## config.mk

```make
export PLATFORM = sky130hd
export DESIGN_NAME = decode_top
export DESIGN_NICKNAME = d
export VERILOG_FILES = /design/src/decode_pkg.sv /design/src/decode_top.sv /design/src/decode_stage_reg.sv /design/src/credit_counter.sv /design/src/uop_packer.sv /design/src/insn_cracker.sv
export VERILOG_INCLUDE_DIRS = /design/src /design/src/src
export SDC_FILE = /design/constraint.sdc
export NUM_CORES = 1
export LEC_CHECK = 0
export ABC_CLOCK_PERIOD_IN_PS = 11000
export BUFFER_PORTS_ARGS = -buffer_cell sky130_fd_sc_hd__clkbuf_2
export CELL_PAD_IN_SITES_DETAIL_PLACEMENT = 1
export CELL_PAD_IN_SITES_GLOBAL_PLACEMENT = 1
export CORE_MARGIN = 1
export CORE_UTILIZATION = 36
export CTS_CLUSTER_DIAMETER = 200
export DETAILED_ROUTE_END_ITERATION = 8
export HOLD_SLACK_MARGIN = 0.15
export PLACE_DENSITY = 0.86
export SLEW_MARGIN = 5
export SYNTH_ARGS = -nofsm -noshare
export SYNTH_HDL_FRONTEND = slang
export SYNTH_SLANG_ARGS = --single-unit
export TNS_END_PERCENT = 100
```

## constraint.sdc

```tcl
create_clock -name clk_in -period 11 [get_ports clk_in]
set_input_delay 1.1 -clock clk_in [delete_from_list [all_inputs] [get_ports clk_in]]
set_output_delay 1.1 -clock clk_in [all_outputs]
set_load 0.1 [all_outputs]
```

## src/decode_macros.svh

```systemverilog
`ifndef DECODE_MACROS_SVH
`define DECODE_MACROS_SVH

// instructions per fetch bundle
`define FETCH_WIDTH 2
// micro-ops per bundle sent to execute
`define UQ_WIDTH 4

`define INSN_WIDTH 32
`define PC_WIDTH 32
`define REG_IDX_WIDTH 5

// entries in the execute queue, one credit each
`define CREDIT_MAX 8

// holds the computed address of a cracked ldur/stur
`define SCRATCH_REG 31

`endif
```

## src/decode_pkg.sv

```systemverilog
`include "decode_macros.svh"

package decode_pkg;

  // opcode lives in insn[31:24]
  typedef enum logic [7:0] {
    OP_NOP    = 8'h00,
    OP_HLT    = 8'h01,
    OP_ADD_RI = 8'h10,
    OP_SUB_RI = 8'h11,
    OP_ADD_RR = 8'h20,
    OP_SUB_RR = 8'h21,
    OP_ORR_RR = 8'h22,
    OP_EOR_RR = 8'h23,
    OP_AND_RR = 8'h24,
    OP_MOVZ   = 8'h30,
    OP_MOVK   = 8'h31,
    OP_LDUR   = 8'h40,
    OP_STUR   = 8'h41
  } op_code_e;

  typedef enum logic [3:0] {
    UOP_NOP, UOP_ADD, UOP_SUB, UOP_ORR, UOP_EOR, UOP_AND,
    UOP_MOVZ, UOP_MOVK, UOP_LOAD, UOP_STORE, UOP_HLT
  } uop_code_e;

  typedef struct packed {
    logic [20-`REG_IDX_WIDTH:0] pad;
    logic [`REG_IDX_WIDTH-1:0]  src2;
  } rr_view_t;

  typedef struct packed {
    logic [18:0] imm;
    logic [1:0]  hw;   // half-word shift for moves
  } ri_view_t;

  // valb_sel picks which view execute reads
  typedef union packed {
    rr_view_t rr_view;
    ri_view_t ri_view;
  } uop_payload_u;

  typedef struct packed {
    uop_code_e                 uopcode;
    logic [`REG_IDX_WIDTH-1:0] dst;
    logic [`REG_IDX_WIDTH-1:0] src1;
    uop_payload_u              payload;
    logic                      valb_sel;
    logic                      mem_read;
    logic                      mem_write;
    logic                      w_enable;
    logic                      tx_begin;
    logic                      tx_end;
    logic [`PC_WIDTH-1:0]      pc;
  } uop_t;

endpackage

```

## src/decode_top.sv

```systemverilog
`include "decode_macros.svh"

module decode_top
  import decode_pkg::*;
(
  input  logic                   clk_in,
  input  logic                   reset,
  input  logic                   flush,
  input  logic                   fetch_valid,
  input  logic [`INSN_WIDTH-1:0] fetch_insns [`FETCH_WIDTH],
  input  logic [`PC_WIDTH-1:0]   fetch_pc,
  input  logic                   credit_return,
  output logic                   decode_ready,
  output logic                   out_valid,
  output uop_t                   out_uops [`UQ_WIDTH],
  output logic [2:0]             out_count
);
  uop_t                    slot_uop_a [`FETCH_WIDTH];
  uop_t                    slot_uop_b [`FETCH_WIDTH];
  logic [1:0]              slot_count [`FETCH_WIDTH];
  logic [`FETCH_WIDTH-1:0] slot_halt;
  uop_t                    packed_uops [`UQ_WIDTH];
  logic [2:0]              packed_count;
  logic [3:0]              credits;
  logic                    spend;

  for (genvar i = 0; i < `FETCH_WIDTH; i++) begin : gen_slot
    logic [`PC_WIDTH-1:0] slot_pc;

    assign slot_pc = fetch_pc + `PC_WIDTH'(4 * i);   // word per slot

    insn_cracker cracker_inst (
      .insn      (fetch_insns[i]),
      .pc        (slot_pc),
      .uop_a     (slot_uop_a[i]),
      .uop_b     (slot_uop_b[i]),
      .uop_count (slot_count[i]),
      .halt      (slot_halt[i])
    );
  end

  uop_packer packer_inst (
    .slot_uop_a   (slot_uop_a),
    .slot_uop_b   (slot_uop_b),
    .slot_count   (slot_count),
    .slot_halt    (slot_halt),
    .packed_uops  (packed_uops),
    .packed_count (packed_count)
  );

  credit_counter credit_inst (
    .clk_in        (clk_in),
    .reset         (reset),
    .credit_return (credit_return),
    .spend         (spend),
    .spend_count   (out_count),
    .credits       (credits)
  );

  decode_stage_reg stage_inst (
    .clk_in       (clk_in),
    .reset        (reset),
    .flush        (flush),
    .fetch_valid  (fetch_valid),
    .decode_ready (decode_ready),
    .in_uops      (packed_uops),
    .in_count     (packed_count),
    .credits      (credits),
    .spend        (spend),
    .out_valid    (out_valid),
    .out_uops     (out_uops),
    .out_count    (out_count)
  );

endmodule

```

## src/decode_stage_reg.sv

```systemverilog
`include "decode_macros.svh"

module decode_stage_reg
  import decode_pkg::*;
(
  input  logic       clk_in,
  input  logic       reset,
  input  logic       flush,
  input  logic       fetch_valid,
  output logic       decode_ready,
  input  uop_t       in_uops [`UQ_WIDTH],
  input  logic [2:0] in_count,
  input  logic [3:0] credits,
  output logic       spend,
  output logic       out_valid,
  output uop_t       out_uops [`UQ_WIDTH],
  output logic [2:0] out_count
);
  logic running;   // low while in reset, high from the first cycle after
  logic held;
  logic accept;

  assign out_valid    = held && !flush && ({1'b0, out_count} <= credits);
  assign spend        = out_valid;
  assign decode_ready = running && !flush && (!held || out_valid);
  assign accept       = fetch_valid && decode_ready;

  always_ff @(posedge clk_in) begin
    if (reset) begin
      running <= 1'b0;
      held    <= 1'b0;
    end else begin
      running <= 1'b1;
      if (flush) begin
        held <= 1'b0;
      end else if (accept) begin
        held <= (in_count != 3'd0);   // empty bundles are dropped here
      end else if (out_valid) begin
        held <= 1'b0;
      end
    end
  end

  always_ff @(posedge clk_in) begin
    if (accept && in_count != 3'd0) begin
      out_uops  <= in_uops;
      out_count <= in_count;
    end
  end

  // a bundle starved of credit stays put until sent or flushed
  assert property (@(posedge clk_in) disable iff (reset)
    held && !out_valid && !flush |=> held && $stable(out_count))
    else $error("held bundle of %0d lost while waiting for credit", out_count);

endmodule

```

## src/credit_counter.sv

```systemverilog
`include "decode_macros.svh"

module credit_counter (
  input  logic       clk_in,
  input  logic       reset,
  input  logic       credit_return,
  input  logic       spend,
  input  logic [2:0] spend_count,
  output logic [3:0] credits
);
  logic [3:0] spent;

  assign spent = spend ? 4'(spend_count) : 4'd0;

  always_ff @(posedge clk_in) begin
    if (reset) begin
      credits <= 4'(`CREDIT_MAX);   // execute queue starts empty
    end else begin
      credits <= credits + 4'(credit_return) - spent;
    end
  end

  // consumer may not hand back more than it was given
  assert property (@(posedge clk_in) disable iff (reset)
    credits <= 4'(`CREDIT_MAX))
    else $error("credit count above max: %0d", credits);

  // stage must never send without enough credit
  assert property (@(posedge clk_in) disable iff (reset)
    spend |-> ({1'b0, spend_count} <= credits))
    else $error("spend of %0d with only %0d credits", spend_count, credits);

endmodule

```

## src/uop_packer.sv

```systemverilog
`include "decode_macros.svh"

module uop_packer
  import decode_pkg::*;
(
  input  uop_t                    slot_uop_a [`FETCH_WIDTH],
  input  uop_t                    slot_uop_b [`FETCH_WIDTH],
  input  logic [1:0]              slot_count [`FETCH_WIDTH],
  input  logic [`FETCH_WIDTH-1:0] slot_halt,
  output uop_t                    packed_uops [`UQ_WIDTH],
  output logic [2:0]              packed_count
);
  localparam int IDX_W = $clog2(`UQ_WIDTH);

  always_comb begin
    logic [2:0] idx;
    logic       done;
    packed_uops = '{default: '0};
    idx         = 3'd0;
    done        = 1'b0;
    for (int s = 0; s < `FETCH_WIDTH; s++) begin
      if (!done) begin
        if (slot_count[s] != 2'd0) begin
          packed_uops[IDX_W'(idx)] = slot_uop_a[s];
        end
        if (slot_count[s] == 2'd2) begin
          packed_uops[IDX_W'(idx + 3'd1)] = slot_uop_b[s];
        end
        idx  = idx + 3'(slot_count[s]);
        done = slot_halt[s];   // later slots are dropped after hlt
      end
    end
    packed_count = idx;
  end

  // every slot cracking to two uops must still fit the bundle
  assert property (@(packed_count) packed_count <= 3'(`UQ_WIDTH))
    else $error("packed bundle overflows uq: %0d", packed_count);

endmodule

```

## src/insn_cracker.sv

```systemverilog
`include "decode_macros.svh"

module insn_cracker
  import decode_pkg::*;
(
  input  logic [`INSN_WIDTH-1:0] insn,
  input  logic [`PC_WIDTH-1:0]   pc,
  output uop_t                   uop_a,
  output uop_t                   uop_b,
  output logic [1:0]             uop_count,
  output logic                   halt
);
  op_code_e                  opcode;
  uop_code_e                 alu_code;
  logic [`REG_IDX_WIDTH-1:0] rd;
  logic [`REG_IDX_WIDTH-1:0] rn;
  logic [`REG_IDX_WIDTH-1:0] rm;
  logic [8:0]                mem_off;
  logic                      is_load;
  uop_t                      blank;
  uop_t                      mem_uop;

  assign opcode  = op_code_e'(insn[31:24]);
  assign rd      = insn[4:0];
  assign rn      = insn[9:5];
  assign rm      = insn[20:16];
  assign mem_off = insn[20:12];
  assign is_load = (opcode == OP_LDUR);

  always_comb begin
    case (opcode)
      OP_SUB_RI, OP_SUB_RR: alu_code = UOP_SUB;
      OP_ORR_RR:            alu_code = UOP_ORR;
      OP_EOR_RR:            alu_code = UOP_EOR;
      OP_AND_RR:            alu_code = UOP_AND;
      default:              alu_code = UOP_ADD;
    endcase
  end

  always_comb begin
    blank          = '0;
    blank.pc       = pc;
    blank.tx_begin = 1'b1;
    blank.tx_end   = 1'b1;

    // memory half, reads the scratch reg when an add goes in front
    mem_uop           = blank;
    mem_uop.uopcode   = is_load ? UOP_LOAD : UOP_STORE;
    mem_uop.dst       = rd;
    mem_uop.src1      = (mem_off == '0) ? rn : `REG_IDX_WIDTH'(`SCRATCH_REG);
    mem_uop.mem_read  = is_load;
    mem_uop.mem_write = !is_load;
    mem_uop.w_enable  = is_load;
    mem_uop.tx_begin  = (mem_off == '0);
  end

  always_comb begin
    uop_a     = '0;
    uop_b     = '0;
    uop_count = 2'd0;
    halt      = 1'b0;
    case (opcode)
      OP_ADD_RI, OP_SUB_RI: begin
        uop_a                     = blank;
        uop_a.uopcode             = alu_code;
        uop_a.dst                 = rd;
        uop_a.src1                = rn;
        uop_a.payload.ri_view.imm = 19'(insn[21:10]);   // zero-extended
        uop_a.w_enable            = 1'b1;
        uop_count                 = 2'd1;
      end
      OP_ADD_RR, OP_SUB_RR, OP_ORR_RR, OP_EOR_RR, OP_AND_RR: begin
        uop_a                      = blank;
        uop_a.uopcode              = alu_code;
        uop_a.dst                  = rd;
        uop_a.src1                 = rn;
        uop_a.payload.rr_view.src2 = rm;
        uop_a.valb_sel             = 1'b1;
        uop_a.w_enable             = 1'b1;
        uop_count                  = 2'd1;
      end
      OP_MOVZ, OP_MOVK: begin
        uop_a                     = blank;   // no source register
        uop_a.uopcode             = (opcode == OP_MOVK) ? UOP_MOVK : UOP_MOVZ;
        uop_a.dst                 = rd;
        uop_a.payload.ri_view.imm = 19'(insn[20:5]);
        uop_a.payload.ri_view.hw  = insn[22:21];
        uop_a.w_enable            = 1'b1;
        uop_count                 = 2'd1;
      end
      OP_LDUR, OP_STUR: begin
        if (mem_off == '0) begin
          uop_a     = mem_uop;
          uop_count = 2'd1;
        end else begin
          uop_a                     = blank;
          uop_a.uopcode             = UOP_ADD;
          uop_a.dst                 = `REG_IDX_WIDTH'(`SCRATCH_REG);
          uop_a.src1                = rn;
          uop_a.payload.ri_view.imm = 19'(mem_off);
          uop_a.w_enable            = 1'b1;
          uop_a.tx_end              = 1'b0;   // pair closes on the memory op
          uop_b                     = mem_uop;
          uop_count                 = 2'd2;
        end
      end
      OP_HLT: begin
        uop_a         = blank;
        uop_a.uopcode = UOP_HLT;
        uop_count     = 2'd1;
        halt          = 1'b1;
      end
      default: ;   // nop and unknown opcodes emit nothing
    endcase
  end

endmodule

```

==> Word level (Yosys, flattened, before mapping) <==
Cells that the tools add are included.
W data, S select, Z words.
{ "totals": {"ff_bits": 301, "out_inout_bits": 297} }
{ "classes": {"reduce_logical": 32, "mux": 38, "bitwise": 2, "n_lt_le_gt_ge": 5, "add_sub_neg": 5, "n_eq_ne": 26} }
{ "ops": {"columns": ["operator", "count"], "rows": [
  ["$mux W292", 4],
  ["$mux W73", 10],
  ["$pmux W73 S5", 2],
  ["$bwmux W292", 2],
  ["$demux W73 S2", 2],
  ["$eq A8 B6 Y1 const B", 14],
  ["$add A32 B3 Y32 const B", 1],
  ["$eq A8 B5 Y1 const B", 4],
  ["$eq A8 B7 Y1 const B", 4],
  ["$pmux W3 S4", 2],
  ["$reduce_or A10 Y1", 2],
  ["$logic_not A9 Y1", 2],
  ["$reduce_or A2 Y1", 9],
  ["$eq A8 B1 Y1 const B", 2],
  ["$mux W5", 2],
  ["$reduce_or A5 Y1", 2],
  ["$logic_and A1 B1 Y1", 8],
  ["$mux W1", 8],
  ["$pmux W2 S2", 2],
  ["$ge A3 B3 Y1 const B", 2],
  ["$lt A3 B1 Y1 const B", 2],
  ["$mux W3", 2],
  ["$not A2 Y3", 2],
  ["$reduce_bool A2 Y1", 3],
  ["other kinds (10)", 15]
]} }

==> Longest topological paths before layout <==
Gate-level depths: netlist (run 1).
{ "logic_depth": {"ltp_word": 14, "mapped_depth": 15} }

==> Hierarchy <==
Synthesis (run 1) repeated with hierarchy kept, for this count alone.
{ "hier_totals": {"cells_unflattened": 1721, "hier_area_um2": 18193.7} }
{ "modules_own_cells": {"columns": ["module", "n_inst", "area_per_inst_um2", "cells_per_inst"], "rows": [
  ["decode_stage_reg", 1, 9098.7, 322],
  ["uop_packer", 1, 5009.8, 801],
  ["insn_cracker", 2, 1625.3, 244],
  ["decode_top", 1, 565.5, 81],
  ["credit_counter", 1, 269.0, 29]
]} }

==> Worst setup path after synthesis (run 1) <==
OpenSTA, ideal clock, no wires.
{ "synth_timing": {"path_kind": "reg-to-reg", "start": "register stage_inst.out_count[1]", "end": "register stage_inst.out_count[0], enable pin", "path_buffers": 0, "required_time_ps": 10317, "stages_incl_launch_ff": 7, "slack_ps": -316, "t_arrival_ps": 10633, "cell_sequence": "edfxtp_1 > ha_1 > a21o_1 > a21oi_1 > a311oi_1 > a21boi_0 > and3_1"} }
{ "synth_between": {"elab_chain_cells": 6} }
{ "synth_rtl": {"columns": ["element", "line_no", "rtl"], "rows": [
  ["start: declaration", "decode_stage_reg.sv:17", "output logic [2:0] out_count"],
  ["start signal: assignment", "decode_stage_reg.sv:47", "out_count <= in_count;"],
  ["$le A3 B4 Y1", "decode_stage_reg.sv:23", "assign out_valid = held && !flush && ({1'b0, out_count} <= credits);"],
  ["$logic_and A1 B1 Y1", "decode_stage_reg.sv:23", null],
  ["$logic_or A1 B1 Y1", "decode_stage_reg.sv:25", "assign decode_ready = running && !flush && (!held || out_valid);"],
  ["$logic_and A1 B1 Y1", "decode_stage_reg.sv:25", null],
  ["net decode_ready", "decode_top.sv:13", "output logic decode_ready,"],
  ["$logic_and A1 B1 Y1", "decode_stage_reg.sv:26", "assign accept = fetch_valid && decode_ready;"],
  ["$logic_and A1 B1 Y1", "decode_stage_reg.sv:45", "if (accept && in_count != 3'd0) begin"]
]} }
The timed path passes the listed nets, and every way through them passes these cells.
A chain may end at the register's enable or synchronous reset.

==> Final worst setup path (run 1) <==
{ "layout_timing": {"start": "input port fetch_insns[14] (netlist bit)", "end": "register, netlist name stage_inst.out_uops[265]"} }
{ "layout_between": {"elab_chain_cells": 7} }
{ "layout_rtl": {"columns": ["element", "line_no", "rtl"], "rows": [
  ["start: declaration", "decode_top.sv:10", "input logic [`INSN_WIDTH-1:0] fetch_insns [`FETCH_WIDTH],"],
  ["$logic_not A9 Y1", "insn_cracker.sv:92", "if (mem_off == '0) begin"],
  ["$mux W2", "insn_cracker.sv:92", null],
  ["$pmux W2 S2", "insn_cracker.sv:62", "case (opcode)"],
  ["$add A2 B2 Y3", "uop_packer.sv:29", "idx = idx + 3'(slot_count[s]);"],
  ["$mux W3", "uop_packer.sv:22", "if (!done) begin"],
  ["$reduce_bool A3 Y1", "decode_stage_reg.sv:45", null],
  ["$logic_and A1 B1 Y1", "decode_stage_reg.sv:45", null]
]} }
No other way between the ends.

==> impl_metrics.toml, run 1 <==
[synthesis]
ys_async_sr_fraction_pct = 0
syn_avg_cell_area_um2 = 12.0
synth-simple-area-share_pct = 14.8
ys_warn_count = 0
synth_compound_area_share_pct = 12.5
dominantRegCellSynth = "edfxtp_1"
synthDistinctLibCells = 79
ys_top_cells_by_area = "edfxtp_1 (64%), nor2_1 (4.3%), nand2_1 (2.9%)"
synth_fa_ha_area_share_pct = 1.34
yosysSeqAreaShare_pct = 65.1
syn_area_um2 = 13200
synth_top_family_by_area = "simple AND/OR/NAND/NOR gates"
synth_edf_count = 283
yosys-top-cells-count = "edfxtp_1 (283), nor2_1 (152), nand2_1 (104)"
synthCells = 1100
synthMuxAreaShare_pct = 1.19
synth_xor_area_share_pct = 1.19
synth_largest_area_cell = "edfxtp_1"
synth.most_common_cell = "edfxtp_1"
ys_seq_elements = 289
netlist.area_leader.share_pct = 64.2

[final_layout]
area_delta_synth_final_pct = 26.3
nets = 1599
fin_util_pct = 46.6
layout-drive-gt1-share_pct = 32.3
antennaDiodeCount = 0
fin_area_um2 = 16700

[place]
placed_area_um2 = 15600
portBuffers = 383
place.gp.congestion = 0.889
place_hpwl_um = 35200

[cts]
cts_resized = 0
numCtsBuffers = 34
cts-root-buf = "clkbuf_16"
cts_tree = "built"
htreeDepth = 2
cts.sink_count = 289
holdBufCountCts = 0
cts.path.max_buffers = 3
path_clk_slew_ns = 0.06
clkLatencyLatePin_ns = 0.55
post-cts-setup-buffers = 0

[setup_path]
cp_data_required_time_ns = 11.15
cp_max_fo = 74
worstRegToRegCells = 7
rrSetupSlack_ns = 7.42
arrival_ns = 5.31
crit_type = "input port to register"
reg2reg_from = "stage_inst.out_count[1]$_DFFE_PP_"
start_kind = "input port"
timing.rr.end = "stage_inst.out_uops[265]$_DFFE_PP_"
end_kind = "register"

[floorplan]
die_h_um = 194
start_util_pct = 36.9
core_um2 = 35900
fp.dieW_um = 194
io_pins = 398
dieArea_um2 = 37500
core.rowCount = 69

[sta]
setup_viol = 0
hold_viol = 0
max_slew_margin_pct = 19.7
fin_crit_ns = 5.16
period_share_pct = 46.9
rsz0062_at_grt = "no"
setup_tns_ns = 0
hold_ws_ns = 0.585
slew_viol_final = 0
fmax_mhz = 194
worstMarginPinSlew_ns = 1.20
finalClockSkew_ns = 0.0272

[drt]
first_pass_iters = 8
remaining_drc_errors = 0
drtIter0Drc = 826
wirelength_um = 49500
vias = 11100
routedWlPerCell_um = 25.1
avgViaCountPerCell = 5.65
ant_nets = 0

[power]
peakVddDrop_mv = 0.0996
p_per_area_nw_per_um2 = 149
p_leak_nw = 7.39

[outcome]
status = "completed"

[grt]
gr-usage-all-layers_pct = 26.0
grt_max_degree = 165
grt.overflow.total = 0
grt_pass1_wl_um = 73500
grt_pass1_vias = 11800
antenna_found_initial = 1

[hold_path]
whs_endpoint = "stage_inst.held$_SDFFE_PP0P_"
min_path_type = "register to register"
hold_depth = 2
min_from = "stage_inst.held$_SDFFE_PP0P_"

[flow_run]
cap_viol_max_count = 0
area by class of cell:
| type | instances | area [µm²] |
|---|---|---|
| Clock buffer | 43 | 916 |
| Clock inverter | 18 | 191 |
| Fill cell | 3912 | 19200 |
| Inverter | 30 | 113 |
| Multi-Input combinational cell | 732 | 4270 |
| Sequential cell | 289 | 8620 |
| Tap cell | 461 | 577 |
| Timing Repair Buffer | 398 | 2040 |
state kept, by name, indices dropped and copies added (netlist names):
signal                cells
stage_inst.running        1
stage_inst.out_count      3
credit_inst.credits       4
stage_inst.held           1
stage_inst.out_uops     280
report_power, final:
part | total, mW | internal (mW) | switching (mW)
Combinational | 0.153 | 0.0430 | 0.110
Clock | 1.14 | 0.684 | 0.454
Sequential | 1.20 | 1.20 | 0.00227
cells by family after synthesis:
| family | Yosys count |
|---|---|
| and+or+nand+nor | 419 |
| DFF | 289 |
| AOI/OAI and AO/OA | 233 |
| buffers and inverters | 112 |
| xor gates and xnor gates | 18 |
| muxes | 15 |
| adders and majority gates | 13 |
| other | 1 |
layout by cell type, fill, tap and decap left out, types with 26 or more instances in the layout:
master     Yosys  layout
clkbuf_16      0      35
a21oi_1       26      26
nor2_1       152     151
conb_1         1      34
clkbuf_2       0     383
o21ai_0       65      65
inv_1         27      27
edfxtp_1     283     283
nor3_1        49      48
nand2_1      104     103
metal layers:
metal / global-route usage, % / share of wire [%]
met5: 0 / 0
met3: 7.58 / 9.3
met4: 10.9 / 3.9
met2: 46.9 / 51
met1: 28.4 / 36
critical path, stage by stage:
cell      delay (ns)
clkbuf_2        0.15
nor4_1          0.54
a41oi_1         0.21
nor3_1          0.56
or2_2           0.28
ha_1            0.17
inv_1           0.06
fa_1            0.49
nand3_1         0.16
and3_4          0.64
buf_4           0.85
through the flow:
stage,setup WS (ns),std cells,power (mW)
5_1_grt,5.62,1971,2.56
3_5_place_dp,5.32,1910,1.37
3_3_place_gp,5.43,1910,1.37
2_1_floorplan,2.81,1133,1.32
6_report,5.84,1971,2.49
4_1_cts,5.87,1971,2.51
worst max path at each step:
stage                                                 start                                      to  slack [ns]  cells past startpoint
after floorplan           stage_inst.out_count[1]$_DFFE_PP_       stage_inst.out_count[0]$_DFFE_PP_        2.81                      6
after global placement                      fetch_insns[14]  stage_inst.out_uops[117]$_SDFFCE_PP0P_        5.43                     11
after detailed placement                    fetch_insns[14]  stage_inst.out_uops[112]$_SDFFCE_PP0P_        5.32                     11
after CTS                                   fetch_insns[14]  stage_inst.out_uops[110]$_SDFFCE_PP0P_        5.87                     11
after global routing                        fetch_insns[57]  stage_inst.out_uops[110]$_SDFFCE_PP0P_        5.62                      9
final                                       fetch_insns[14]      stage_inst.out_uops[265]$_DFFE_PP_        5.84                     11
Note: power is estimated with default switching activity, not from simulation.
==> inputs of run 2 (changes only) <==
Settings changed: ABC_CLOCK_PERIOD_IN_PS 11000 to 4500.
Clock period 11 ns to 4.5 ns, I/O delays scaled along.
==> impl_metrics.toml, run 2 (synthesis gave the netlist of run 1 again) <==
[place]
portBuffers = 383
place.gp.congestion = 0.868
pre_cts_slack_ns = 0.632
placed_area_um2 = 15800
place_hpwl_um = 35800
dp.cells = 1917

[sta]
worstMarginPinSlew_ns = 1.03
setup_tns_ns = 0
hold_viol = 0
setup_slack_ns = 1.17
fmax_mhz = 300
period_share_pct = 74.1
slew_viol_final = 0
max_slew_margin_pct = 30.8
finalClockSkew_ns = 0.0258
setup_viol = 0
fin_crit_ns = 3.33
hold_ws_ns = 0.204
rsz0062_at_grt = "no"

[floorplan]
die_h_um = 194
core.rowCount = 69
start_util_pct = 36.9
dieArea_um2 = 37500
fp.dieW_um = 194
io_pins = 398
core_um2 = 35900

[drt]
ant_nets = 0
routedWlPerCell_um = 24.8
drtIter0Drc = 792
first_pass_iters = 5
remaining_drc_errors = 0
vias = 11000
avgViaCountPerCell = 5.55
wirelength_um = 49100

[power]
p_leak_nw = 7.41
p_per_area_nw_per_um2 = 351
peakVddDrop_mv = 0.334
power_mw = 5.89

[flow_run]
cap_viol_max_count = 0

[cts]
cts_resized = 0
htreeDepth = 1
cts-root-buf = "clkbuf_16"
cts.sink_count = 289
numCtsBuffers = 31
cts.path.max_buffers = 3
path_clk_slew_ns = 0.06
cts_tree = "built"
clkLatencyLatePin_ns = 0.57

[grt]
grt_pass1_wl_um = 72700
global_route.usage.met1_pct = 29.5
grt_pass1_vias = 11500
gr-usage-all-layers_pct = 25.7
grt.met3_usage_pct = 7.58
busiest_layer = "met2"
grt.overflow.total = 0
antenna_found_initial = 2
use_met2_pct = 45.1
grt_max_degree = 116

[final_layout]
largest_registers = "stage_inst.out_uops (280), credit_inst.credits (4), stage_inst.out_count (3)"
fin_util_pct = 46.7
top_register = "stage_inst.out_uops"
final_cell_mix = "clkbuf_2 (383), edfxtp_1 (283), nor2_1 (151)"
fillCellCount = 3982
layout-drive-gt1-share_pct = 33.1
layout_commonest_cell = "clkbuf_2"
antennaDiodeCount = 0
layout.cells.non_filler = 1977
fin_area_um2 = 16800
area_delta_synth_final_pct = 26.8
largest_reg_flops = 280
nets = 1605

[setup_path]
path_cells = "clkbuf_2, nor4_1, a41oi_1, nor3_1, buf_4, or2_2, ha_4, inv_2, fa_1, nand3_1, and3_4, buf_12"
cp_slowest_stage_delay_ns = 0.53
rrSetupSlack_ns = 1.41
cp_slowest_cell = "nor4_1"
cp_max_fo = 115
worstRegToRegCells = 13
critPathLaunch = "fetch_insns[14]"
start_kind = "input port"
cp_data_required_time_ns = 4.68
path_buf_inv = 4
crit_type = "input port to register"
arrival_ns = 3.52
reg2reg_from = "stage_inst.out_count[1]$_DFFE_PP_"
worst-path-stages = 12
critical_path.top_delay_family = "simple AND/OR/NAND/NOR gates"
end_kind = "register"
timing.rr.end = "credit_inst.credits[2]$_SDFF_PP0_"

[hold_path]
hold_depth = 2
whs_endpoint = "stage_inst.out_uops[146]$_DFFE_PP_"
min_path_type = "input port to register"
min_from = "fetch_pc[0]"

[outcome]
status = "completed"
-- run 2: worst max-delay path by stage --
| stage | endpoint | slack, ns |
|---|---|---|
| 6_report | stage_inst.out_uops[173]$_DFFE_PP_ | 1.17 |
| 3_3_place_gp | stage_inst.out_uops[43]$_SDFFCE_PP0P_ | 0.71 |
| 2_1_floorplan | stage_inst.out_count[0]$_DFFE_PP_ | -0.46 |
| 5_1_grt | stage_inst.out_uops[173]$_DFFE_PP_ | 1.0 |
| 4_1_cts | stage_inst.out_uops[210]$_DFFE_PP_ | 1.23 |
| 3_5_place_dp | stage_inst.out_uops[113]$_SDFFCE_PP0P_ | 0.63 |
-- run 2: repair_timing --
action	4_1_cts	5_1_grt
hold endpoints to repair	6	0
buffers inserted	0	0
hold buffers	2	0
-- run 2: area by class of cell --
class	count	area [µm²]	share of cell area, %
Sequential cell	289	8620	51.3
Multi-Input combinational cell	732	4330	25.8
Timing Repair Buffer	407	2140	12.7
Clock buffer	35	791	4.71
Tap cell	461	577	3.44
Clock inverter	23	218	1.30
Inverter	30	113	0.671
-- run 2: routing by layer --
layer,share of wire [%],up-vias
met4,3.2,2
li1,-,4833
met1,37,5491
met5,0.026,-
met3,9.7,85
met2,50,565
-- run 2: power breakdown --
part           internal [mW]  total [mW]  leakage [nW]  switching, mW
Clock                   1.49        2.56         0.501           1.08
Combinational          0.112       0.382          3.65          0.270
Sequential              2.93        2.94          3.26        0.00584
